`src/hw/cam_pkg.sv`:
```
//////////////////////////////
// Shared widths, the RAW10 data type code and the bus structs of
// the camera capture path. Modules import it inside their body.
//////////////////////////////

package cam_pkg;

   // MIPI CSI-2 data type of RAW10
   localparam logic [5:0]  RAW10_DT   = 6'h2B;

   localparam int unsigned PPC        = 4;
   localparam int unsigned RAW_BITS   = 10;
   localparam int unsigned PIX_BITS   = 8;
   localparam int unsigned PIX_WORD_W = 32;
   localparam int unsigned DMA_DATA_W = 64;
   localparam int unsigned CNT_W      = 32;

   // One word from the MIPI receiver
   typedef struct packed {
      logic [63:0] data;
      logic [5:0]  dtype;
      logic        valid;
      logic        vs;
      logic        hs;
   } mipi_in_s;

   // Four 8-bit pixels packed into one word
   typedef struct packed {
      logic                  valid;
      logic [PIX_WORD_W-1:0] data;
   } pix_word_s;

   // Single-cycle events for the statistics block
   typedef struct packed {
      logic fifo_wr;
      logic dma_beat;
      logic fifo_overflow;
      logic fifo_underflow;
      logic frame_end;
   } stat_evt_s;

endpackage
```
`src/hw/cam_raw10_unpack.sv`:
```
//////////////////////////////
// Front end of the capture path. Registers the MIPI word, keeps
// RAW10 words only and packs the upper 8 bits of four pixels.
// Also flags the end of each frame on the vsync falling edge.
//////////////////////////////

module cam_raw10_unpack (
   input  logic               mipi_pclk,
   input  logic               rst_n,
   input  cam_pkg::mipi_in_s  i_mipi,
   output cam_pkg::pix_word_s o_pix,
   output logic               o_frame_end
);
   import cam_pkg::*;

   logic [PIX_WORD_W-1:0] pix8;
   pix_word_s             pix_q;
   logic                  vs_q;
   logic                  vs_q2;

   // Bits 9:2 of every pixel, pixel 0 lands in the low byte
   for (genvar p = 0; p < PPC; p++) begin : g_pix
      assign pix8[p*PIX_BITS +: PIX_BITS] =
         i_mipi.data[p*RAW_BITS + RAW_BITS - 1 -: PIX_BITS];
   end

   always_ff @(posedge mipi_pclk) begin
      pix_q.data <= pix8;
      if (!rst_n) begin
         pix_q.valid <= 1'b0;
         vs_q        <= 1'b0;
         vs_q2       <= 1'b0;
      end else begin
         // Other data types are dropped here
         pix_q.valid <= i_mipi.valid && (i_mipi.dtype == RAW10_DT);
         vs_q        <= i_mipi.vs;
         vs_q2       <= vs_q;
      end
   end

   assign o_pix = pix_q;

   // Frame boundary
   assign o_frame_end = vs_q2 & ~vs_q;

endmodule

```
`config.mk`:
```
export PLATFORM = sky130hd
export DESIGN_NAME = cam_raw10_unpack
export DESIGN_NICKNAME = d
export VERILOG_FILES = /design/src/hw/cam_pkg.sv /design/src/hw/cam_raw10_unpack.sv
export SDC_FILE = /design/constraint.sdc
export NUM_CORES = 1
export LEC_CHECK = 0
export CAP_MARGIN = 30
export CORE_AREA = 5 5 44 46
export CTS_CLUSTER_SIZE = 20
export DETAILED_ROUTE_END_ITERATION = 10
export DIE_AREA = 0 0 49 51
export DONT_BUFFER_PORTS = 1
export PLACE_DENSITY_LB_ADDON = 0.25
export SYNTH_ARGS = -nofsm -noshare
export SYNTH_HDL_FRONTEND = slang
export SYNTH_SLANG_ARGS = --single-unit
export TNS_END_PERCENT = 1
```
`constraint.sdc`:
```
create_clock -name mipi_pclk -period 0.8 [get_ports mipi_pclk]
set_clock_uncertainty 0.1 [all_clocks]
set_input_delay 0.04 -clock mipi_pclk [delete_from_list [all_inputs] [get_ports mipi_pclk]]
set_output_delay 0.04 -clock mipi_pclk [all_outputs]
set_load 0.01 [all_outputs]
```
==> results.txt <==
Setup TNS = -0.425 ns
CP Cell Sequence = nor2b_4
Family with the most delay on the worst path = flip-flops
Synthesized net count = 116
Slew Viols, Final = 0
R2R cell count = 1
Slowest CP cell = dfxtp_1
Upper clock frequency limit = 1.06 GHz
WP buf/inv = 0
IO Port Bufs = 0
CTS tree = built
Seq. cell area = 743 sq um
Commonest non-fill, non-tap cell in the layout = dlygate4sd3_1
CP Capture Type = output port
Peak VDD IR = 1.69 mV
Unrepaired setup endpoints after global routing = yes
Area growth syn-to-layout = 74.2%
Chip width = 49 um
Clock Latency Late Sink = 0.31 ns
CTS Buffer Depth = 2
Fillers = 59
Clock-pin transition on the worst setup and hold timing paths = 0.10 ns
Avg Inst Size Synth = 18.1 sq um
CTS Sinks = 35
Largest net degree at the start of global routing = 11
LEAKAGE = 0.518 nW
Max Cap Viol = 0
Die Span Y = 51 um
Fin crit share = 118%
Arrival time at the worst endpoint = 0.80 ns
Worst-margin pin slew = 0.142 ns
Setup-failing EPs final = 29
Post-layout nets = 164
Most frequent cells in the layout = dlygate4sd3_1 (41), dfxtp_2 (34), clkbuf_4 (5)
Diode count = 0
Crit. path cell count = 1
Vias in the first global route = 546
Vias = 509
Final GP Congestion = 0.587
CP peak stage delay = 0.35 ns
Worst Hold Class = in -> reg
Worst path required time = 0.66 ns
Post-route minimum period = 0.945 ns
DRC violations left = 0
First-pass GRT wire length = 2.77 mm
H-tree depth = 2
First-pass DRT Iterations = 3
Hold Crit Start = i_mipi[12]
Vias per cell = 4.80
Routed WL = 2.03 mm
Synth cell types = 5
Root buffer cell = clkbuf_4
Postcts setup bufs = 0
CP Max Fanout = 2
Relative slew slack = 90.6%
Footprint of the multi-input gates = 47.5 sq um
Overflow after GRT = 0
Critical R2R Capture = vs_q2
Row count = 14
Antenna-violating nets left = 0
Final setup margin = -0.145 ns
Failing checks = setup timing
FF-to-FF Start = vs_q
# IOs = 109
Reg2Reg Setup Slack = 0.11 ns
Initial Util = 50.3%
Num CTS Buffers = 5
Number of synthesized register bits = 35
CORE AREA = 1470 sq um
Final hold vios = 0
Synthesized instance count = 41
Post-Syn Area = 741 sq um
Drt wl/cell = 19.1 um
Worst Hold Depth = 1
Full die area = 2500 sq um
First DRT Iteration DRCs = 5
Outcome = finished with violations
Hold EP = o_pix[1]
Layout cell share with drive strength beyond 1 = 46.7%
Sequential area share after synthesis = 94.6%
Worst Setup Start Kind = flip-flop
Crit Path Category = reg -> out
Tot Pwr = 3.13 mW
GRT Overall Usage = 15.8%
Antenna violations before repair = 0
PD cells = 2420 nW/um^2
Synth warn = 0
-- layer usage --
metal | share of wire (%) | GRT usage, %
met1 | 33 | 12.4
met2 | 51 | 28.5
met3 | 14 | 11.9
met4 | 2.0 | 7.17
met5 | 0 | 0
-- registers in the layout, summed over array words and instances (netlist names) --
name	flops
o_pix	33
vs_q	1
vs_q2	1
-- synth_stat cells --
cell type,count,area (sq um)
nand4b_1,2,17.5
dfxtp_1,35,701
and2_1,2,12.5
nor2_1,1,3.75
nor2b_1,1,6.26
-- stage by stage --
step           utilization (%)  cells  setup WS (ns)  hold WS [ns]  area (sq um)
2_1_floorplan                -     41          0.178       -0.0323           741
3_3_place_gp              51.7     57          0.150       -0.0322           761
3_5_place_dp              51.7     57          0.141       -0.0322           761
4_1_cts                   87.6    106         -0.148         0.154          1290
5_1_grt                   87.7    106         -0.183         0.141          1290
6_report                  87.7    106         -0.145         0.159          1290
-- timing repair --
| item | in CTS | in global routing |
|---|---|---|
| hold buffers | 41 | 0 |
| setup endpoints to repair | 34 | 34 |
| hold endpoints to repair | 35 | 0 |
| cloned | 0 | 0 |
| pin swaps | 0 | 0 |
| gates resized for setup | 35 | 1 |
-- final cells by class --
cell class,count,area share (%)
multi-input combinational,6,3.69
timing repair buffer,41,31.8
clock buffer,8,5.33
tap,16,1.55
sequential,35,57.6
-- cells by family after synthesis --
family	synth area share, %
AND/OR/NAND/NOR	5.41
flip-flops	94.6
-- worst max path at each step --
| stage | startpoint | end |
|---|---|---|
| CTS | vs_q2 | o_frame_end |
| floorplan | vs_q2 | o_frame_end |
| detailed placement | vs_q2 | o_frame_end |
| global route | vs_q2 | o_frame_end |
| finish | vs_q | o_frame_end |
| global placement | vs_q2 | o_frame_end |
-- power by group --
| group | internal [mW] | total [mW] | leakage [nW] | switching [mW] |
|---|---|---|---|---|
| Clock | 0.517 | 1.02 | 0.0386 | 0.499 |
| Combinational | 0.140 | 0.176 | 0.184 | 0.0356 |
| Sequential | 1.85 | 1.94 | 0.296 | 0.0841 |
Power figures use the tool's default switching activity.
