[src/hw/cam_pkg.sv]
//////////////////////////////
// Shared widths, the RAW10 data type code and the bus structs of
// the camera capture path. Modules import it inside their body.
//////////////////////////////

package cam_pkg;

   // MIPI CSI-2 data type of RAW10
   localparam logic [5:0]  RAW10_DT   = 6'h2B;

   localparam int unsigned PPC        = 4;
   localparam int unsigned RAW_BITS   = 10;
   localparam int unsigned PIX_BITS   = 8;
   localparam int unsigned PIX_WORD_W = 32;
   localparam int unsigned DMA_DATA_W = 64;
   localparam int unsigned CNT_W      = 32;

   // One word from the MIPI receiver
   typedef struct packed {
      logic [63:0] data;
      logic [5:0]  dtype;
      logic        valid;
      logic        vs;
      logic        hs;
   } mipi_in_s;

   // Four 8-bit pixels packed into one word
   typedef struct packed {
      logic                  valid;
      logic [PIX_WORD_W-1:0] data;
   } pix_word_s;

   // Single-cycle events for the statistics block
   typedef struct packed {
      logic fifo_wr;
      logic dma_beat;
      logic fifo_overflow;
      logic fifo_underflow;
      logic frame_end;
   } stat_evt_s;

endpackage
[src/hw/cam_dma_writer.sv]
//////////////////////////////
// DMA write side. Each init-done rising edge arms one burst of
// DMA_LEN beats, drained from the FIFO over valid/ready.
//////////////////////////////

module cam_dma_writer #(
   parameter int unsigned DMA_LEN = 1920
) (
   input  logic                           mipi_pclk,
   input  logic                           rst_n,
   input  logic                           i_init_done,
   input  logic                           i_fifo_empty,
   input  logic [cam_pkg::PIX_WORD_W-1:0] i_fifo_rdata,
   input  logic                           i_dma_wready,
   output logic                           o_fifo_rd,
   output logic                           o_dma_wvalid,
   output logic                           o_dma_wlast,
   output logic [cam_pkg::DMA_DATA_W-1:0] o_dma_wdata
);
   import cam_pkg::*;

   localparam int unsigned CW         = (DMA_LEN > 1) ? $clog2(DMA_LEN) : 1;
   localparam logic [CW-1:0] LAST_BEAT = CW'(DMA_LEN - 1);

   logic          init_r1;
   logic          init_r2;
   logic          init_r3;
   logic          armed;
   logic [CW-1:0] beat_cnt;
   logic          beat;

   assign o_dma_wvalid = armed & ~i_fifo_empty;
   assign beat         = o_dma_wvalid & i_dma_wready;
   assign o_fifo_rd    = beat;
   assign o_dma_wlast  = o_dma_wvalid & (beat_cnt == LAST_BEAT);

   // Packed pixels in the low half of the beat
   assign o_dma_wdata  = {{(DMA_DATA_W - PIX_WORD_W){1'b0}}, i_fifo_rdata};

   always_ff @(posedge mipi_pclk) begin
      if (!rst_n) begin
         init_r1  <= 1'b0;
         init_r2  <= 1'b0;
         init_r3  <= 1'b0;
         armed    <= 1'b0;
         beat_cnt <= '0;
      end else begin
         init_r1 <= i_init_done;
         init_r2 <= init_r1;
         init_r3 <= init_r2;

         if (init_r2 & ~init_r3) begin
            armed <= 1'b1;
         end else if (beat & o_dma_wlast) begin
            armed <= 1'b0;
         end

         // Beat index within the burst, wraps after the last one
         if (beat) begin
            beat_cnt <= o_dma_wlast ? '0 : beat_cnt + 1'b1;
         end
      end
   end

endmodule

[config.mk]
export PLATFORM = sky130hd
export DESIGN_NAME = cam_dma_writer
export DESIGN_NICKNAME = d
export VERILOG_FILES = /design/src/hw/cam_pkg.sv /design/src/hw/cam_dma_writer.sv
export SDC_FILE = /design/constraint.sdc
export NUM_CORES = 1
export LEC_CHECK = 0
export ABC_AREA = 1
export BUFFER_PORTS_ARGS = -buffer_cell sky130_fd_sc_hd__buf_2
export CORE_MARGIN = 2
export CORE_UTILIZATION = 39
export DETAILED_ROUTE_END_ITERATION = 10
export PLACE_DENSITY = 0.91
export SYNTH_ARGS = -nofsm -noshare
export SYNTH_HDL_FRONTEND = slang
export SYNTH_SLANG_ARGS = --single-unit
[constraint.sdc]
create_clock -name mipi_pclk -period 1.8 [get_ports mipi_pclk]
set_clock_uncertainty 0.1 [all_clocks]
set_input_delay 0.36 -clock mipi_pclk [delete_from_list [all_inputs] [get_ports mipi_pclk]]
set_output_delay 0.36 -clock mipi_pclk [all_outputs]
set_load 0.02 [all_outputs]
==> impl_metrics.py <==
metrics = {
    "global_routing": {
        "antenna_found_initial": 0,
        "grt_use_total_pct": 10.8,
        "grt_pass1_wl_um": 2930,
        "grt_pass1_vias": 699,
        "grt_start_max_net_pins": 10,
        "gr-total-overflow": 0,
    },
    "placement": {
        "post-place-ws_ns": 0.131,
        "port_buffers": 7,
        "hpwlAfterDp_um": 1440,
        "gp_congestion": 0.846,
    },
    "finish": {
        "final_nets": 185,
        "area_delta_synth_final_pct": -14.1,
        "final_common_cell": "conb_1",
        "drive_gt1_share_pct": 29.5,
        "final_cell_mix": "32 x conb_1, 18 x nand2_1, 13 x inv_1",
        "fill_cells": 334,
        "antenna_cells": 0,
    },
    "floorplanning": {
        "io_pins": 104,
        "fp.coreArea_mm2": 0.00305,
        "row_count": 20,
        "die-area_mm2": 0.00369,
        "initial_core_util_pct": 41.1,
        "chipHeight_um": 60.7,
        "fp.dieW_um": 60.7,
    },
    "setup_path": {
        "critPathTopFamily": "simple AND/OR/NAND/NOR gates",
        "slowest_delay_ns": 0.38,
        "arrival_ns": 1.29,
        "critPathKind": "flop to output pin",
        "crit_path_top_delay_cell": "dfxtp_4",
        "r2r_setup_slack_ns": 0.50,
        "cp_max_fo": 3,
        "critPathRequiredTime_ns": 1.34,
        "cp-end-kind": "output pin",
        "cp_num_buf_inv": 2,
        "crit_chain": "inv_2, nor2_4, nand2_2, nor4_2, buf_4",
        "startpoint_type": "flop",
    },
    "clock_tree": {
        "clk_latency_ns": 0.28,
        "root_buffer": "clkbuf_4",
        "cts-hold-fix-buffers": 0,
        "cts_buffers": 3,
        "htreeDepth": 1,
        "clock_sinks": 15,
        "cts_tree": "done",
        "clkTransAtPathRegs_ns": 0.09,
        "clk_path_buf_depth": 2,
    },
    "timing": {
        "whs_ns": 0.148,
        "rsz0062_at_grt": "true",
        "timing.fmax_mhz": 572,
        "fin_ws_ns": 0.0512,
        "fin_crit_sh_pct": 97.2,
        "maxSlewViolCount": 0,
        "min_period_ns": 1.75,
        "hold_viol": 0,
        "setup_viol": 0,
    },
    "status": {
        "status": "finished, final reports clean",
    },
    "synth": {
        "avgSynthCellArea_um2": 7.65,
        "synth_edf_count": 0,
        "synth_area_mm2": 0.00125,
        "synthArstFlopShare_pct": 0,
        "ys_warn_count": 0,
        "synth_top_area_cell": "buf_4",
        "synth_cells": 164,
        "ys_ff_latch": 15,
        "synth.top_cell.area_share_pct": 38.3,
        "seq_area_frac_synth_pct": 23.9,
        "ys_types": 24,
        "synth_area_leaders": "buf_4 38%, dfxtp_1 24%, nand2_1 5.4%",
        "synth_flop_cell": "dfxtp_1",
    },
    "route": {
        "drtAntennaViolNets": 0,
        "dr.pass1.iters": 4,
        "drc_errors": 0,
        "via_per_inst": 4.19,
        "wl_per_cell_um": 9.69,
        "routed_wl_um": 1840,
        "num_vias": 797,
        "drt_iter0_markers": 38,
    },
    "hold_path": {
        "hp-class": "primary input to flop",
    },
    "power": {
        "peakVddDrop_v": 0.000170,
        "powerDensity_mw_per_mm2": 575,
        "p_leak_uw": 0.000496,
    },
    "flow_run": {
        "drv_cap": 0,
    },
}
[synthesized netlist by cell type, types with 2 or more instances]
library cell,instances
buf_4,64
nand2_1,18
dfxtp_1,15
inv_1,13
nand3_1,8
nor2_1,8
nor2_2,8
nand4_1,4
nand3_2,3
nor2_4,3
nor3_1,3
xor2_1,3
inv_2,2
nand2_2,2
[per-stage QoR]
stage / util, % / std cells / instance area (µm²) / power, µW / TNS (ns)
3_3_place_gp: 32.3 / 182 / 987 / 433 / 0
5_1_grt: 35.3 / 190 / 1080 / 656 / -0.0392
4_1_cts: 35.2 / 190 / 1070 / 625 / 0
6_report: 35.3 / 190 / 1080 / 620 / 0
2_1_floorplan: - / 195 / 1380 / 579 / 0
3_5_place_dp: 32.3 / 182 / 987 / 435 / 0
[tightest hold or removal path, stage by stage]
cell,delay [ns]
buf_2,0.07
nand2_1,0.04
inv_1,0.04
[cell type report]
class | instances | area, µm² | area share (%)
multi-input cells | 100 | 554 | 51.4
flip-flops and latches | 15 | 312 | 28.9
repair buffers | 11 | 67.6 | 6.26
inverters | 16 | 62.6 | 5.80
well taps | 44 | 55.1 | 5.10
clock buffers | 3 | 22.5 | 2.09
clock inverters | 1 | 5.00 | 0.464
[power breakdown]
part           internal [µW]  switching (µW)
registers                334            3.12
clock network           82.6             110
logic                   11.0            79.1
total                    428             192
[layer usage]
| metal | vias up | routed length, µm | global-route usage [%] |
|---|---|---|---|
| met4 | 0 | 152 | 9.94 |
| li1 | 374 | - | - |
| met1 | 360 | 656 | 10.3 |
| met5 | - | 0 | 0 |
| met3 | 24 | 177 | 5.12 |
| met2 | 39 | 856 | 17.1 |
[worst paths after layout]
path,cells after the start,end,start
setup / recovery,5,o_dma_wlast,armed
hold / removal,3,init_r1,i_init_done
setup reg to reg,6,beat_cnt[5],beat_cnt[0]
hold reg to reg,2,init_r2,init_r1
[what timing repair did]
item                                    CTS  global route
gates resized for setup                   9             2
gates cloned                              0             0
endpoints found under the setup margin    1             1
buffers inserted                          4             0
pin swaps                                 1             0
[sequential cells by signal, summed over array words and instances, names as in the netlist]
signal    cells
init_r2       1
armed         1
init_r1       1
init_r3       1
beat_cnt     11
[cells by family (layout without fill, tap and decap cells)]
group	count (synthesis)	in the layout	synth area share, %
buffers and inverters	80	31	43.3
AND/OR/NAND/NOR	61	61	27.5
flip-flops	15	15	23.9
XOR/XNOR	4	4	2.79
adder cells (fa/ha/maj)	1	1	0.997
other	1	32	0.299
AO/OA/AOI/OAI	1	1	0.398
multiplexers	1	1	0.798
Power figures use the tool's default switching activity.
