==> config.mk <==
export PLATFORM = sky130hd
export DESIGN_NAME = cam_stats
export DESIGN_NICKNAME = d
export VERILOG_FILES = /design/src/hw/cam_pkg.sv /design/src/hw/cam_stats.sv
export SDC_FILE = /design/constraint.sdc
export NUM_CORES = 1
export LEC_CHECK = 0
export ABC_AREA = 1
export BUFFER_PORTS_ARGS = -buffer_cell sky130_fd_sc_hd__buf_2
export CORE_MARGIN = 2
export CORE_UTILIZATION = 54
export CTS_CLUSTER_SIZE = 14
export DETAILED_ROUTE_END_ITERATION = 7
export PLACE_DENSITY = 0.75
export SLEW_MARGIN = 20
export SYNTH_ARGS = -nofsm -noshare
export SYNTH_HDL_FRONTEND = slang
export SYNTH_SLANG_ARGS = --single-unit
==> constraint.sdc <==
create_clock -name mipi_pclk -period 2.15 [get_ports mipi_pclk]
set_input_delay 0.215 -clock mipi_pclk [delete_from_list [all_inputs] [get_ports mipi_pclk]]
set_output_delay 0.215 -clock mipi_pclk [all_outputs]
set_load 0.1 [all_outputs]
==> src/hw/cam_pkg.sv <==
//////////////////////////////
// Shared widths, the RAW10 data type code and the bus structs of
// the camera capture path. Modules import it inside their body.
//////////////////////////////

package cam_pkg;

   // MIPI CSI-2 data type of RAW10
   localparam logic [5:0]  RAW10_DT   = 6'h2B;

   localparam int unsigned PPC        = 4;
   localparam int unsigned RAW_BITS   = 10;
   localparam int unsigned PIX_BITS   = 8;
   localparam int unsigned PIX_WORD_W = 32;
   localparam int unsigned DMA_DATA_W = 64;
   localparam int unsigned CNT_W      = 32;

   // One word from the MIPI receiver
   typedef struct packed {
      logic [63:0] data;
      logic [5:0]  dtype;
      logic        valid;
      logic        vs;
      logic        hs;
   } mipi_in_s;

   // Four 8-bit pixels packed into one word
   typedef struct packed {
      logic                  valid;
      logic [PIX_WORD_W-1:0] data;
   } pix_word_s;

   // Single-cycle events for the statistics block
   typedef struct packed {
      logic fifo_wr;
      logic dma_beat;
      logic fifo_overflow;
      logic fifo_underflow;
      logic frame_end;
   } stat_evt_s;

endpackage
==> src/hw/cam_stats.sv <==
//////////////////////////////
// Debug counters for firmware. Sticky FIFO error flags, write and
// beat counts, and frames per FPS_WINDOW clocks.
//////////////////////////////

module cam_stats #(
   parameter int unsigned FPS_WINDOW = 100000000
) (
   input  logic                      mipi_pclk,
   input  logic                      rst_n,
   input  cam_pkg::stat_evt_s        i_evt,
   output logic                      o_fifo_overflow,
   output logic                      o_fifo_underflow,
   output logic [cam_pkg::CNT_W-1:0] o_wr_count,
   output logic [cam_pkg::CNT_W-1:0] o_beat_count,
   output logic [cam_pkg::CNT_W-1:0] o_fps
);
   import cam_pkg::*;

   localparam logic [CNT_W-1:0] WIN_LAST = CNT_W'(FPS_WINDOW - 1);

   logic [CNT_W-1:0] timer;
   logic [CNT_W-1:0] frame_cnt;
   logic             window_end;

   assign window_end = (timer == WIN_LAST);

   always_ff @(posedge mipi_pclk) begin
      if (!rst_n) begin
         o_fifo_overflow  <= 1'b0;
         o_fifo_underflow <= 1'b0;
         o_wr_count       <= '0;
         o_beat_count     <= '0;
         o_fps            <= '0;
         timer            <= '0;
         frame_cnt        <= '0;
      end else begin
         if (i_evt.fifo_overflow) begin
            o_fifo_overflow <= 1'b1;
         end
         if (i_evt.fifo_underflow) begin
            o_fifo_underflow <= 1'b1;
         end
         if (i_evt.fifo_wr) begin
            o_wr_count <= o_wr_count + 1'b1;
         end
         if (i_evt.dma_beat) begin
            o_beat_count <= o_beat_count + 1'b1;
         end

         ////////// FPS window //////////
         if (window_end) begin
            timer     <= '0;
            frame_cnt <= '0;
            // A frame end in the closing cycle still belongs to this window
            o_fps     <= frame_cnt + CNT_W'(i_evt.frame_end);
         end else begin
            timer <= timer + 1'b1;
            if (i_evt.frame_end) begin
               frame_cnt <= frame_cnt + 1'b1;
            end
         end
      end
   end

endmodule

==> flow_results.xml <==
<?xml version="1.0" encoding="UTF-8"?>
<metrics>
  <group name="sta">
    <metric name="slew_headroom" unit="%">61.51</metric>
    <metric name="final-hold-violation-count" unit="">0</metric>
    <metric name="worst_pin_slew" unit="ps">573.0</metric>
    <metric name="timing.final.crit_period" unit="ps">1794</metric>
    <metric name="final.setup_skew" unit="ps">8.089</metric>
    <metric name="fmax" unit="MHz">557.4</metric>
    <metric name="slew_violations" unit="">0</metric>
    <metric name="setup_viol" unit="">0</metric>
    <metric name="rsz0062_at_grt" unit="">no</metric>
    <metric name="timing.setup.tns" unit="ps">0</metric>
    <metric name="period_share" unit="%">83.44</metric>
  </group>
  <group name="synth">
    <metric name="post-synth-top-count-cell" unit="">sky130_fd_sc_hd__nand2_1</metric>
    <metric name="avg_inst_size_synth" unit="µm²">6.239</metric>
    <metric name="synth_nets" unit="">1438</metric>
    <metric name="post_synth_edffs" unit="">0</metric>
    <metric name="share_of_synthesized_flip_flops_with_an_asynchronous_set_or_reset" unit="%">0</metric>
    <metric name="synth-warning-count" unit="">0</metric>
    <metric name="postSynthRegisterBits" unit="">162</metric>
    <metric name="netlist_top_cells_area" unit="">sky130_fd_sc_hd__dfxtp_1 36%, sky130_fd_sc_hd__nand2_1 18%, sky130_fd_sc_hd__nor2_1 13%</metric>
    <metric name="synth_largest_area_cell" unit="">sky130_fd_sc_hd__dfxtp_1</metric>
    <metric name="synthFlopType" unit="">sky130_fd_sc_hd__dfxtp_1</metric>
    <metric name="synth_top_cells_by_count" unit="">430 x sky130_fd_sc_hd__nand2_1, 297 x sky130_fd_sc_hd__nor2_1, 162 x sky130_fd_sc_hd__dfxtp_1</metric>
    <metric name="synthesis.area" unit="µm²">8891</metric>
    <metric name="synth.top_cell.area_share" unit="%">36.48</metric>
    <metric name="synth_cells" unit="">1425</metric>
    <metric name="yosysUniqueCellTypes" unit="">35</metric>
    <metric name="synth.yosys.seq_area_share" unit="%">36.48</metric>
  </group>
  <group name="global_route">
    <metric name="grt_overflow_total" unit="">0</metric>
    <metric name="antenna_found_initial" unit="">0</metric>
    <metric name="global_route.usage.total" unit="%">25.96</metric>
    <metric name="number_of_global_route_vias_before_repair" unit="">8060</metric>
    <metric name="grt_pass1_wl" unit="µm">37870</metric>
    <metric name="grt_start_max_net_pins" unit="">61</metric>
  </group>
  <group name="worst_setup_path">
    <metric name="timing.critical_path.from_type" unit="">register</metric>
    <metric name="worst_ep_arrival_time" unit="ps">2110</metric>
    <metric name="worst_ep_required_time" unit="ps">2470</metric>
    <metric name="timing.critical_path.fanout_max" unit="">6</metric>
    <metric name="regToRegSetupSlack" unit="ps">360</metric>
    <metric name="worst-path-stages" unit="">11</metric>
    <metric name="worstSetupEndpoint" unit="">o_fps[26]</metric>
    <metric name="critical-path-top-delay-family" unit="">simple AND/OR/NAND/NOR gates</metric>
    <metric name="reg2regPathDepth" unit="">11</metric>
    <metric name="endpoint_kind" unit="">register</metric>
    <metric name="worst_r2r_startpoint" unit="">frame_cnt[0]</metric>
    <metric name="setup.worst_path.start" unit="">frame_cnt[0]</metric>
    <metric name="worstPathCellList" unit="">ha_1 &gt; ha_1 &gt; inv_1 &gt; nor2_4 &gt; nand3_1 &gt; inv_1 &gt; nand2_1 &gt; nand2_1 &gt; nand2_1 &gt; nor2_1 &gt; nor2_1</metric>
    <metric name="crit_path_top_delay_cell" unit="">sky130_fd_sc_hd__dfxtp_1</metric>
    <metric name="most_used_cell_cp" unit="">sky130_fd_sc_hd__nand2_1</metric>
    <metric name="crit_buf_inv" unit="">2</metric>
    <metric name="r2r-end" unit="">o_fps[26]</metric>
    <metric name="largest_stage_delay_on_the_critical_path" unit="ps">370</metric>
    <metric name="path_class" unit="">register to register</metric>
  </group>
  <group name="layout">
    <metric name="insertedDiodeCount" unit="">0</metric>
    <metric name="fin_util" unit="%">64.01</metric>
    <metric name="area_delta_synth_final" unit="%">15.18</metric>
    <metric name="final_nets" unit="">1548</metric>
    <metric name="stdcell_count" unit="">1763</metric>
    <metric name="drive_gt1_share" unit="%">13.32</metric>
  </group>
  <group name="detailed_routing">
    <metric name="topRoutingLayerUsed" unit="">met4</metric>
    <metric name="routedLengthMet1" unit="µm">10630</metric>
    <metric name="routed_wire_length_per_instance" unit="µm">12.75</metric>
    <metric name="met3RoutedLength" unit="µm">1525</metric>
    <metric name="ant_nets" unit="">0</metric>
    <metric name="detail_route.wirelength" unit="µm">22470</metric>
    <metric name="vias" unit="">8931</metric>
    <metric name="drt_pass1_iterations" unit="">5</metric>
    <metric name="met2_length" unit="µm">9802</metric>
    <metric name="detail_route.drc_violations" unit="">0</metric>
    <metric name="route.detailed.vias_per_inst" unit="">5.066</metric>
    <metric name="detailedRoute.firstIterationViolations" unit="">795</metric>
  </group>
  <group name="placement">
    <metric name="post-dp-hpwl" unit="µm">16700</metric>
    <metric name="gp_routability_congestion" unit="">1.014</metric>
    <metric name="placedCellCount" unit="">1731</metric>
    <metric name="buffer_ports.inserted" unit="">104</metric>
  </group>
  <group name="power_and_ir_drop">
    <metric name="power_density" unit="nW/µm²">615.2</metric>
    <metric name="static-leakage-power" unit="nW">4.208</metric>
    <metric name="finalPower" unit="mW">6.301</metric>
    <metric name="vdd.ir_drop.worst" unit="V">0.0005893</metric>
  </group>
  <group name="clock_tree">
    <metric name="post_cts_resized" unit="">0</metric>
    <metric name="cts-htree-levels" unit="">4</metric>
    <metric name="clock_tree_from_tritoncts" unit="">done</metric>
    <metric name="max-clock-path-buffers" unit="">2</metric>
    <metric name="post_cts_clock_slew_at_the_launch_and_capture_registers_of_the_worst_setup_and_hold_paths" unit="ps">60</metric>
    <metric name="worstSkewPairLatency" unit="ps">420</metric>
    <metric name="clock_sink_count" unit="">162</metric>
    <metric name="cts.repair_timing.setup_buffer_count" unit="">0</metric>
    <metric name="clock-root-buffer" unit="">sky130_fd_sc_hd__clkbuf_16</metric>
    <metric name="cts_inserted_buffers" unit="">17</metric>
  </group>
  <group name="floorplan">
    <metric name="fp.dieH" unit="µm">132.3</metric>
    <metric name="die_width" unit="µm">132.3</metric>
    <metric name="boundaryPins" unit="">105</metric>
    <metric name="dieArea" unit="µm²">17510</metric>
    <metric name="start_util" unit="%">55.57</metric>
    <metric name="floorplan.rows" unit="">46</metric>
    <metric name="design.core.area" unit="µm²">16000</metric>
  </group>
  <group name="flow_run">
    <metric name="drv.max_cap_violation_count" unit="">0</metric>
  </group>
  <group name="outcome">
    <metric name="outcome" unit="">completed</metric>
  </group>
  <group name="hold_path">
    <metric name="timing.hold.worst.class" unit="">input pin to register</metric>
  </group>
</metrics>
-- power by group --
group	switching (mW)	total, mW	internal [mW]	leakage (nW)
clock	1.22	3.04	1.82	0.292
sequential	0.0180	3.04	3.02	1.31
combinational	0.170	0.217	0.0472	2.61
-- cell type report --
class                   count  area, µm²
inverters                 166      623.1
multi-input cells        1075       4907
repair buffers            113      603.1
clock buffers              22      484.2
fillers                  1554       5759
clock inverters             9      105.1
well taps                 216      270.3
flip-flops and latches    162       3248
-- through the flow --
stage	setup slack [ps]	hold slack [ps]	cell area (µm²)
after floorplan	42.23	297.5	8896
after global placement	420.7	421.9	9642
after detailed placement	345.2	435.2	9642
after CTS	348.1	3.147	10240
after global routing	79.43	37.00	10240
final	356.0	9.322	10240
-- what timing repair did --
action,CTS,global route
hold buffers,1,0
endpoints found under the hold margin,1,0
setup endpoints to repair,0,0
-- worst register-to-register path: stages (launching register included) --
cell	delay (ps)
sky130_fd_sc_hd__dfxtp_1	370
sky130_fd_sc_hd__ha_1	240
sky130_fd_sc_hd__ha_1	210
sky130_fd_sc_hd__inv_1	70
sky130_fd_sc_hd__nor2_4	200
sky130_fd_sc_hd__nand3_1	210
sky130_fd_sc_hd__inv_1	120
sky130_fd_sc_hd__nand2_1	60
sky130_fd_sc_hd__nand2_1	60
sky130_fd_sc_hd__nand2_1	50
sky130_fd_sc_hd__nor2_1	80
sky130_fd_sc_hd__nor2_1	40
-- kinds of logic (layout without fill, tap and decap cells) --
kind of cell               after synthesis  in the layout  synth area share (%)
buffers and inverters                  188            310                 8.331
and+or+nand+nor                        923            923                 44.06
xor gates and xnor gates                43             43                 4.236
AOI/OAI and AO/OA                      102            102                 5.939
DFF                                    162            162                 36.48
adders and majority gates                6              6                0.8443
muxes                                    1              1                0.1126
-- cells in the final DEF (no fill, tap or decap), types with 2 or more instances in the layout --
cell type / instances
sky130_fd_sc_hd__nand2_1: 430
sky130_fd_sc_hd__nor2_1: 297
sky130_fd_sc_hd__inv_1: 160
sky130_fd_sc_hd__dfxtp_1: 158
sky130_fd_sc_hd__buf_2: 104
sky130_fd_sc_hd__nand3_1: 90
sky130_fd_sc_hd__a21oi_1: 67
sky130_fd_sc_hd__xor2_1: 29
sky130_fd_sc_hd__o21ai_0: 25
sky130_fd_sc_hd__nand4_1: 24
sky130_fd_sc_hd__nor2_2: 23
sky130_fd_sc_hd__nor3_1: 20
sky130_fd_sc_hd__clkbuf_16: 17
sky130_fd_sc_hd__xnor2_1: 14
sky130_fd_sc_hd__nand2_2: 12
sky130_fd_sc_hd__nor2_4: 9
sky130_fd_sc_hd__buf_4: 7
sky130_fd_sc_hd__inv_2: 6
sky130_fd_sc_hd__ha_1: 6
sky130_fd_sc_hd__nand3b_1: 5
sky130_fd_sc_hd__a31oi_1: 4
sky130_fd_sc_hd__or2_2: 4
sky130_fd_sc_hd__clkbuf_8: 4
sky130_fd_sc_hd__clkinv_2: 4
sky130_fd_sc_hd__dfxtp_2: 4
sky130_fd_sc_hd__o21a_1: 3
sky130_fd_sc_hd__nand3_2: 2
sky130_fd_sc_hd__and2_1: 2
sky130_fd_sc_hd__nand3_4: 2
sky130_fd_sc_hd__bufinv_16: 2
sky130_fd_sc_hd__clkinv_4: 2
-- layer usage --
layer	vias to the layer above	track usage (%)
met2	290	40.89
met4	0	8.901
met5	-	0
met3	43	3.998
li1	4650	-
met1	3948	36.40
-- how the worst min path moves through the flow --
| stage | endpoint | slack, ps | startpoint | cells after the start |
|---|---|---|---|---|
| final | o_fifo_underflow | 9 | i_evt[1] | 3 |
| after detailed placement | o_fifo_overflow | 440 | i_evt[2] | 3 |
| after global routing | o_fifo_underflow | 40 | i_evt[1] | 3 |
| after global placement | o_fifo_underflow | 420 | i_evt[1] | 3 |
| after CTS | o_fifo_underflow | 3 | i_evt[1] | 3 |
| after floorplan | o_beat_count[0] | 300 | i_evt[3] | 1 |
-- sequential cells by signal, summed over array words and instances (netlist names) --
| register | count |
|---|---|
| frame_cnt | 32 |
| o_beat_count | 32 |
| o_fifo_overflow | 1 |
| o_fifo_underflow | 1 |
| o_fps | 32 |
| o_wr_count | 32 |
| timer | 32 |
(Power assumes the default switching activity.)
