$ cat src/hw/cam_capture_ctrl.sv
//////////////////////////////
// Capture gate. Synchronizes the firmware trigger and continuous
// requests and opens or closes capture on frame boundaries only.
//////////////////////////////

module cam_capture_ctrl (
   input  logic mipi_pclk,
   input  logic rst_n,
   input  logic i_trigger,
   input  logic i_continuous,
   input  logic i_frame_end,
   input  logic i_fifo_wr,
   output logic o_capture
);

   logic trig_r1;
   logic trig_r2;
   logic trig_r3;
   logic trig_hold;
   logic cont_r1;
   logic cont_r2;
   logic cont_hold;
   logic capture;
   logic trig_rise;

   assign trig_rise = trig_r2 & ~trig_r3;

   always_ff @(posedge mipi_pclk) begin
      if (!rst_n) begin
         trig_r1   <= 1'b0;
         trig_r2   <= 1'b0;
         trig_r3   <= 1'b0;
         trig_hold <= 1'b0;
         cont_r1   <= 1'b0;
         cont_r2   <= 1'b0;
         cont_hold <= 1'b0;
         capture   <= 1'b0;
      end else begin
         trig_r1 <= i_trigger;
         trig_r2 <= trig_r1;
         trig_r3 <= trig_r2;
         cont_r1 <= i_continuous;
         cont_r2 <= cont_r1;

         // Hold the request until the capture has really started writing
         if (trig_rise) begin
            trig_hold <= 1'b1;
         end else if (i_fifo_wr) begin
            trig_hold <= 1'b0;
         end

         // Continuous mode stays on until reset
         if (cont_r2) begin
            cont_hold <= 1'b1;
         end

         ////////// Frame gating //////////
         if ((trig_hold | cont_hold) & i_frame_end) begin
            capture <= 1'b1;
         end else if (capture & i_frame_end & ~cont_hold) begin
            capture <= 1'b0;
         end
      end
   end

   assign o_capture = capture;

endmodule

$ cat config.mk
export PLATFORM = sky130hd
export DESIGN_NAME = cam_capture_ctrl
export DESIGN_NICKNAME = d
export VERILOG_FILES = /design/src/hw/cam_capture_ctrl.sv
export SDC_FILE = /design/constraint.sdc
export NUM_CORES = 1
export LEC_CHECK = 0
export BUFFER_PORTS_ARGS = -buffer_cell sky130_fd_sc_hd__buf_2
export CORE_AREA = 3 3 40 42
export CTS_CLUSTER_SIZE = 30
export DETAILED_ROUTE_END_ITERATION = 10
export DIE_AREA = 0 0 43 45
export PLACE_DENSITY = 0.36
export SLEW_MARGIN = 0
export SYNTH_ARGS = -nofsm -noshare
export SYNTH_HDL_FRONTEND = slang
export SYNTH_SLANG_ARGS = --single-unit
$ cat constraint.sdc
create_clock -name mipi_pclk -period 1.5 [get_ports mipi_pclk]
set_clock_uncertainty 0.2 [all_clocks]
set_input_delay 0.075 -clock mipi_pclk [delete_from_list [all_inputs] [get_ports mipi_pclk]]
set_output_delay 0.075 -clock mipi_pclk [all_outputs]
set_load 0.02 [all_outputs]
==> results of run 1 <==
[worst max-delay path: cells and delay by family]
kind                   cells  cell delay (ns)
buffers and inverters      2             0.72
AND/OR/NAND/NOR            1             0.21
[power groups by stage]
stage | Sequential [uW] | Clock, uW | Combinational [uW]
detailed placement | 230 | 0 | 24.8
CTS | 226 | 168 | 38.6
floorplan | 232 | 0 | 11.3
finish | 226 | 160 | 36.0
global route | 227 | 175 | 40.8
global placement | 230 | 0 | 24.2
[area by class of cell]
| type | count | area (um2) |
|---|---|---|
| Tap cell | 15 | 18.8 |
| Sequential cell | 8 | 160 |
| Fill cell | 137 | 911 |
| Multi-Input combinational cell | 12 | 82.6 |
| Timing Repair Buffer | 12 | 90.1 |
| Clock buffer | 3 | 22.5 |
[cells by family (layout without fill, tap and decap cells)]
logic type             count (synthesis)  count (layout)
AOI/OAI and AO/OA                      4               4
buffers and inverters                  0              15
DFF                                    8               8
and+or+nand+nor                        8               8
[Yosys cell counts (all sizes together)]
library cell  count
nand2b            2
and2              5
nor2              1
a21boi            1
dfxtp             8
o21a              1
o21ai             1
a21oi             1
[worst max-delay path by stage]
stage,startpoint,to
after floorplan,o_capture$_SDFFE_PN0P_,o_capture$_SDFFE_PN0P_
after global placement,trig_r3$_SDFF_PN0_,trig_hold$_SDFFE_PN0P_
after detailed placement,trig_r3$_SDFF_PN0_,trig_hold$_SDFFE_PN0P_
after CTS,i_trigger,trig_r1$_SDFF_PN0_
after global routing,rst_n,o_capture$_SDFFE_PN0P_
final,rst_n,trig_r3$_SDFF_PN0_
[what timing repair did]
action,4_1_cts,5_1_grt
hold buffers,7,1
setup endpoints to repair,0,2
hold endpoints to repair,8,2
[flip-flops by register name (all words and copies together) (netlist names)]
| signal | count |
|---|---|
| o_capture | 1 |
| trig_r1 | 1 |
| trig_r3 | 1 |
| trig_hold | 1 |
| cont_hold | 1 |
| cont_r2 | 1 |
| cont_r1 | 1 |
| trig_r2 | 1 |
[metrics by stage]
stage	setup WS (ns)	hold WS, ns	cells
2_1_floorplan	0.620	-0.0455	20
3_3_place_gp	0.699	0.0679	41
3_5_place_dp	0.695	0.0749	41
4_1_cts	0.0187	0.229	51
5_1_grt	0.409	0.256	50
6_report	0.429	0.222	50
[per-layer routing]
metal	global-route usage [%]	part of all wire [%]	up-vias
met5	0	0	-
met4	7.23	0	0
met3	2.39	12	0
met2	5.09	35	7
met1	4.85	52	70
li1	-	-	96
==> impl_metrics.csv, run 1 <==
group,metric,value,unit
power,finalPower,421,uW
cts,cts_buffers,3,
power,internal_power,338,uW
power,pwr-share-comb,8.5,%
route,dr.pass1.iters,2,
worst_hold_path,hold_path.class,"reg2reg",
yosys,ys_warn_count,0,
critical_path,critical_path.cell_chain,"buf_2 > dlygate4sd3_1 > and2_2",
yosys,synth.distinct_cells,8,
power,ir_worst_vdd,0.332,mV
route,drtAntennaViolNets,0,
floorplan,die_area,1940,um2
critical_path,rr_endpoint,"trig_hold$_SDFFE_PN0P_",
final_layout,final_layout_size_suffix_gt1_share,42.9,%
cts,clk_path_buf_depth,2,
yosys,synth_compound_area_share,11.9,%
floorplan,rows,13,
yosys,synthXorXnorAreaFrac,0,%
timing,setup_tns,0,ns
yosys,syn_inst,20,
final_layout,fin_area,374,um2
timing,maxClockFrequency,933,MHz
cts,postCtsResizedCells,0,
yosys,synth.top_cell.area_share,66.0,%
floorplan,io_pins,7,
critical_path,worstPathRequired,1.44,ns
route,vias,173,
critical_path,startpoint_type,"primary input",
yosys,synth_top_family_by_area,"simple AND/OR/NAND/NOR gates",
route,finalWirelength,369,um
power,p_clk_share,37.9,%
timing,timing.final.crit_share,71.4,%
timing,setup_viol,0,
power,power.density,1130,nW/um2
cts,clk_pin_slew,0.06,ns
critical_path,r2r_slack,0.69,ns
final_layout,final_common_cell,"dfxtp_1",
critical_path,worst_setup_path_end_kind,"flip-flop",
yosys,ys_top_cells_by_area,"dfxtp_1 66%, and2_2 15%, nand2b_1 5.2%, a21oi_2 3.6%, a21boi_1 3.1%",
final_layout,post-route-util,29.1,%
timing,finalMaxSlewViolations,0,
floorplan,die_width,43,um
worst_hold_path,holdCritStartpoint,"cont_r2$_SDFF_PN0_",
global_route,grt_overflow,0,
placed_design,numPortBuffers,6,
yosys,yosysTopAreaCell,"dfxtp_1",
yosys,syn_area_per_cell,12.1,um2
route,drc_errors,0,
run_status,status,"completed",
floorplan,die_h,45,um
placed_design,gp_congestion,0.580,
global_route,grt_pass1_vias,165,
floorplan,start_util,18.9,%
yosys,ys_seq_elements,8,
critical_path,timing.rr.start,"trig_r3$_SDFF_PN0_",
critical_path,r2r_cells,2,
critical_path,cpMaxStageDelayCell,"dlygate4sd3_1",
timing,hold_viol,0,
critical_path,cp_max_fo,6,
floorplan,coreArea,1280,um2
global_route,antenna_found_initial,0,
critical_path,path_class,"in2reg",
placed_design,place_area,292,um2
yosys,ys_seq_area_share,66.0,%
final_layout,diodes,0,
final_layout,layout_common_cells,"8 x dfxtp_1, 6 x dlygate4sd3_1, 6 x buf_2",
timing,rsz0062_at_grt,"no",
yosys,muxShareOfSynthArea,0,%
cts,ctsRootBufferMaster,"clkbuf_4",
final_layout,nNetsFinal,43,
route,viasPerCell,3.46,
cts,cts.sinks,8,
global_route,grt_max_degree,7,
critical_path,cp_data_arrival_time,1.01,ns
yosys,syn_nets,26,
global_route,track_usage,4.59,%
power,p_sw_share,19.8,%
timing,final.min_clock_period,1.07,ns
yosys,synthAdderAreaFrac,0,%
worst_hold_path,min_path_cells,1,
run,cap_violations,0,
cts,clock_latency,0.24,ns
timing,tightest_slew,0.184,ns
route,drtIter0Drc,3,
route,wl_per_cell,7.38,um
worst_hold_path,hold_end,"cont_hold$_SDFFE_PN0P_",
power,power_switching,83.4,uW
cts,postCtsSetupRepairBufs,0,
yosys,synthesis.area,243,um2
cts,cts_tree,"done",
critical_path,max_stage_delay,0.62,ns
power,leakagePower,0.000158,uW
power,seqPwrFrac,53.6,%
final_layout,area_delta_synth_final,54.1,%
yosys,synthSimpleGateAreaFrac,22.2,%
global_route,grt_pass1_wl,572,um
cts,htreeDepth,1,
timing,maxSlewHeadroom,87.7,%
Power figures use the tool's default switching activity.
==> run 2: changes to the inputs <==
- ABC_AREA: default -> 1
- PLACE_DENSITY: 0.36 -> 0.39
- clock period: 1.5 -> 1 ns (I/O delays scaled with it)
==> run 2 against run 1 <==
The flow now finishes with violations (hold timing). Total power increased by 49%. Via count grew 16%. Synthesized cell count grew 45%. Count of clock-buffer cells in the layout unchanged. Synthesized area grew 11%. Global-route usage up 0.26 points. Sequential power up 50%. Setup slack got worse by 0.38 ns. Hold slack got worse by 0.32 ns. Final cell count up 12%. Register-to-register slack worse by 0.52 ns. Critical path type is now reg2out. Largest cell class unchanged. Largest power group unchanged.
==> impl_metrics.csv, run 2 <==
group,metric,value,unit
critical_path,cp_max_fo,2,
route,drtAntennaViolNets,0,
cts,postCtsSetupRepairBufs,0,
run,cap_violations,0,
final_layout,layout_common_cells,"8 x dfxtp_1, 6 x inv_1, 5 x nand2_1, 5 x buf_2, 4 x dlygate4sd3_1",
placed_design,numPortBuffers,6,
route,dr.pass1.iters,2,
timing,hold-worst-slack,-0.0934,ns
floorplan,rows,13,
yosys,synth_compound_area_share,4.63,%
yosys,synthAdderAreaFrac,0,%
final_layout,final_layout_size_suffix_gt1_share,31.7,%
placed_design,hpwl,267,um
route,viasPerCell,3.57,
timing,finalMaxSlewViolations,0,
timing,timing.final.crit_share,95.6,%
cts,cts_buffers,3,
timing,setup_tns,0,ns
yosys,synthFlopType,"dfxtp_1",
global_route,grt_overflow,0,
timing,maxClockFrequency,1050,MHz
yosys,synth.distinct_cells,11,
placed_design,gp_congestion,0.621,
floorplan,io_pins,7,
yosys,yosysMostFrequentCell,"dfxtp_1",
cts,clock_latency,0.25,ns
critical_path,cpMaxStageDelayCell,"dfxtp_1",
worst_hold_path,hold_path.class,"in2reg",
power,ir_worst_vdd,0.557,mV
run_status,violations,"hold timing",
route,wl_per_cell,7.18,um
route,vias,200,
critical_path,startpoint_type,"flip-flop",
cts,cts.sinks,8,
global_route,grt_max_degree,9,
final_layout,final_common_cell,"dfxtp_1",
yosys,synthesis.area,270,um2
yosys,synthSimpleGateAreaFrac,21.3,%
yosys,synthXorXnorAreaFrac,0,%
final_layout,area_delta_synth_final,38.0,%
route,finalWirelength,402,um
yosys,muxShareOfSynthArea,0,%
critical_path,path_buf_inv,1,
yosys,yosysTopAreaCell,"dfxtp_1",
yosys,async_flop_share,0,%
timing,final.min_clock_period,0.956,ns
timing,maxSlewHeadroom,88.2,%
yosys,syn_area_per_cell,9.32,um2
placed_design,placed_cells,49,
cts,clk_path_buf_depth,2,
cts,ctsHoldBuffers,4,
floorplan,die_area,1940,um2
yosys,synthTopCellsByCount,"8 x dfxtp_1, 6 x inv_1, 5 x nand2_1",
global_route,grt_pass1_wl,572,um
critical_path,worstPathRequired,0.75,ns
global_route,track_usage,4.85,%
yosys,ys_warn_count,0,
route,drtIter0Drc,2,
cts,clk_pin_slew,0.05,ns
timing,rsz0062_at_grt,"no",
final_layout,nNetsFinal,49,
floorplan,die_width,43,um
cts,cts_tree,"done",
placed_design,place_area,308,um2
yosys,syn_inst,29,
yosys,ys_seq_area_share,59.3,%
yosys,synth.top_cell.area_share,59.3,%
power,power.density,1680,nW/um2
critical_path,critical_path.cell_chain,"buf_4",
final_layout,fin_area,373,um2
cts,htreeDepth,1,
timing,hold_viol,8,
global_route,grt_pass1_vias,159,
critical_path,cpLargestDelayFamily,"flip-flops",
yosys,syn_nets,35,
critical_path,max_stage_delay,0.32,ns
timing,tightest_slew,0.177,ns
route,drc_errors,0,
floorplan,start_util,21.0,%
timing,setup_viol,0,
yosys,ys_top_cells_by_area,"dfxtp_1 59%, inv_1 8.3%, nand2_1 6.9%, nand2_2 4.6%, buf_6 4.2%",
floorplan,die_h,45,um
floorplan,coreArea,1280,um2
final_layout,diodes,0,
critical_path,cp_data_arrival_time,0.71,ns
power,leakagePower,0.000200,uW
yosys,ys_seq_elements,8,
critical_path,worst_setup_path_end_kind,"output pin",
yosys,synth_edf_count,0,
run_status,status,"finished with violations",
critical_path,path_class,"reg2out",
global_route,antenna_found_initial,0,
final_layout,post-route-util,29.0,%
final_layout,stdcell_count,56,
cts,ctsRootBufferMaster,"clkbuf_4",
yosys,synth_top_family_by_area,"simple AND/OR/NAND/NOR gates",
## run 2: per-stage QoR
stage	power (uW)	setup slack [ns]
final	626	0.0444
after global routing	655	0.0141
after CTS	645	0.00790
after detailed placement	386	0.163
after global placement	384	0.204
after floorplan	374	0.142
## run 2: final timing paths
path	slack, ns	end	from	depth (start not counted)
min reg2reg	0.21	trig_r2$_SDFF_PN0_	trig_r1$_SDFF_PN0_	2
min	-0.09	trig_r1$_SDFF_PN0_	rst_n	3
max	0.04	o_capture	o_capture$_SDFFE_PN0P_	1
max reg2reg	0.17	o_capture$_SDFFE_PN0P_	cont_hold$_SDFFE_PN0P_	4
## run 2: worst reg2reg max path, delay by kind of cell (launching register included)
kind,cells,cell delay (ns)
buf+inv,1,0.05
flops,1,0.31
simple gates,3,0.17
## run 2: report_power, final
| group | total (uW) | switching, uW | internal (uW) |
|---|---|---|---|
| Sequential | 340 | 5.73 | 334 |
| Combinational | 52.4 | 23.0 | 29.4 |
| Clock | 234 | 97.4 | 136 |
| Total | 626 | 126 | 500 |
## run 2: cell families after synthesis
| group | count (synthesis) |
|---|---|
| DFF | 8 |
| buffers and inverters | 8 |
| and+or+nand+nor | 11 |
| AOI/OAI and AO/OA | 2 |
## run 2: layout make-up
type	instances	area [um2]
fill	145	912
sequential	8	160
timing repair buffer	10	72.6
multi-input combinational	13	70.1
inverter	7	28.8
clock buffer	3	22.5
tap	15	18.8
## run 2: metal layers
layer  GRT usage [%]  part of all wire [%]  vias up
li1                -                     -      108
met1            5.12                    47       83
met2            4.79                    40        7
met3            2.39                    11        2
met4            9.04                   2.5        0
met5               0                     0        -
## run 2: what timing repair did
action	in CTS	in global routing
setup endpoints to repair	0	1
gates resized for setup	0	1
hold endpoints to repair	8	8
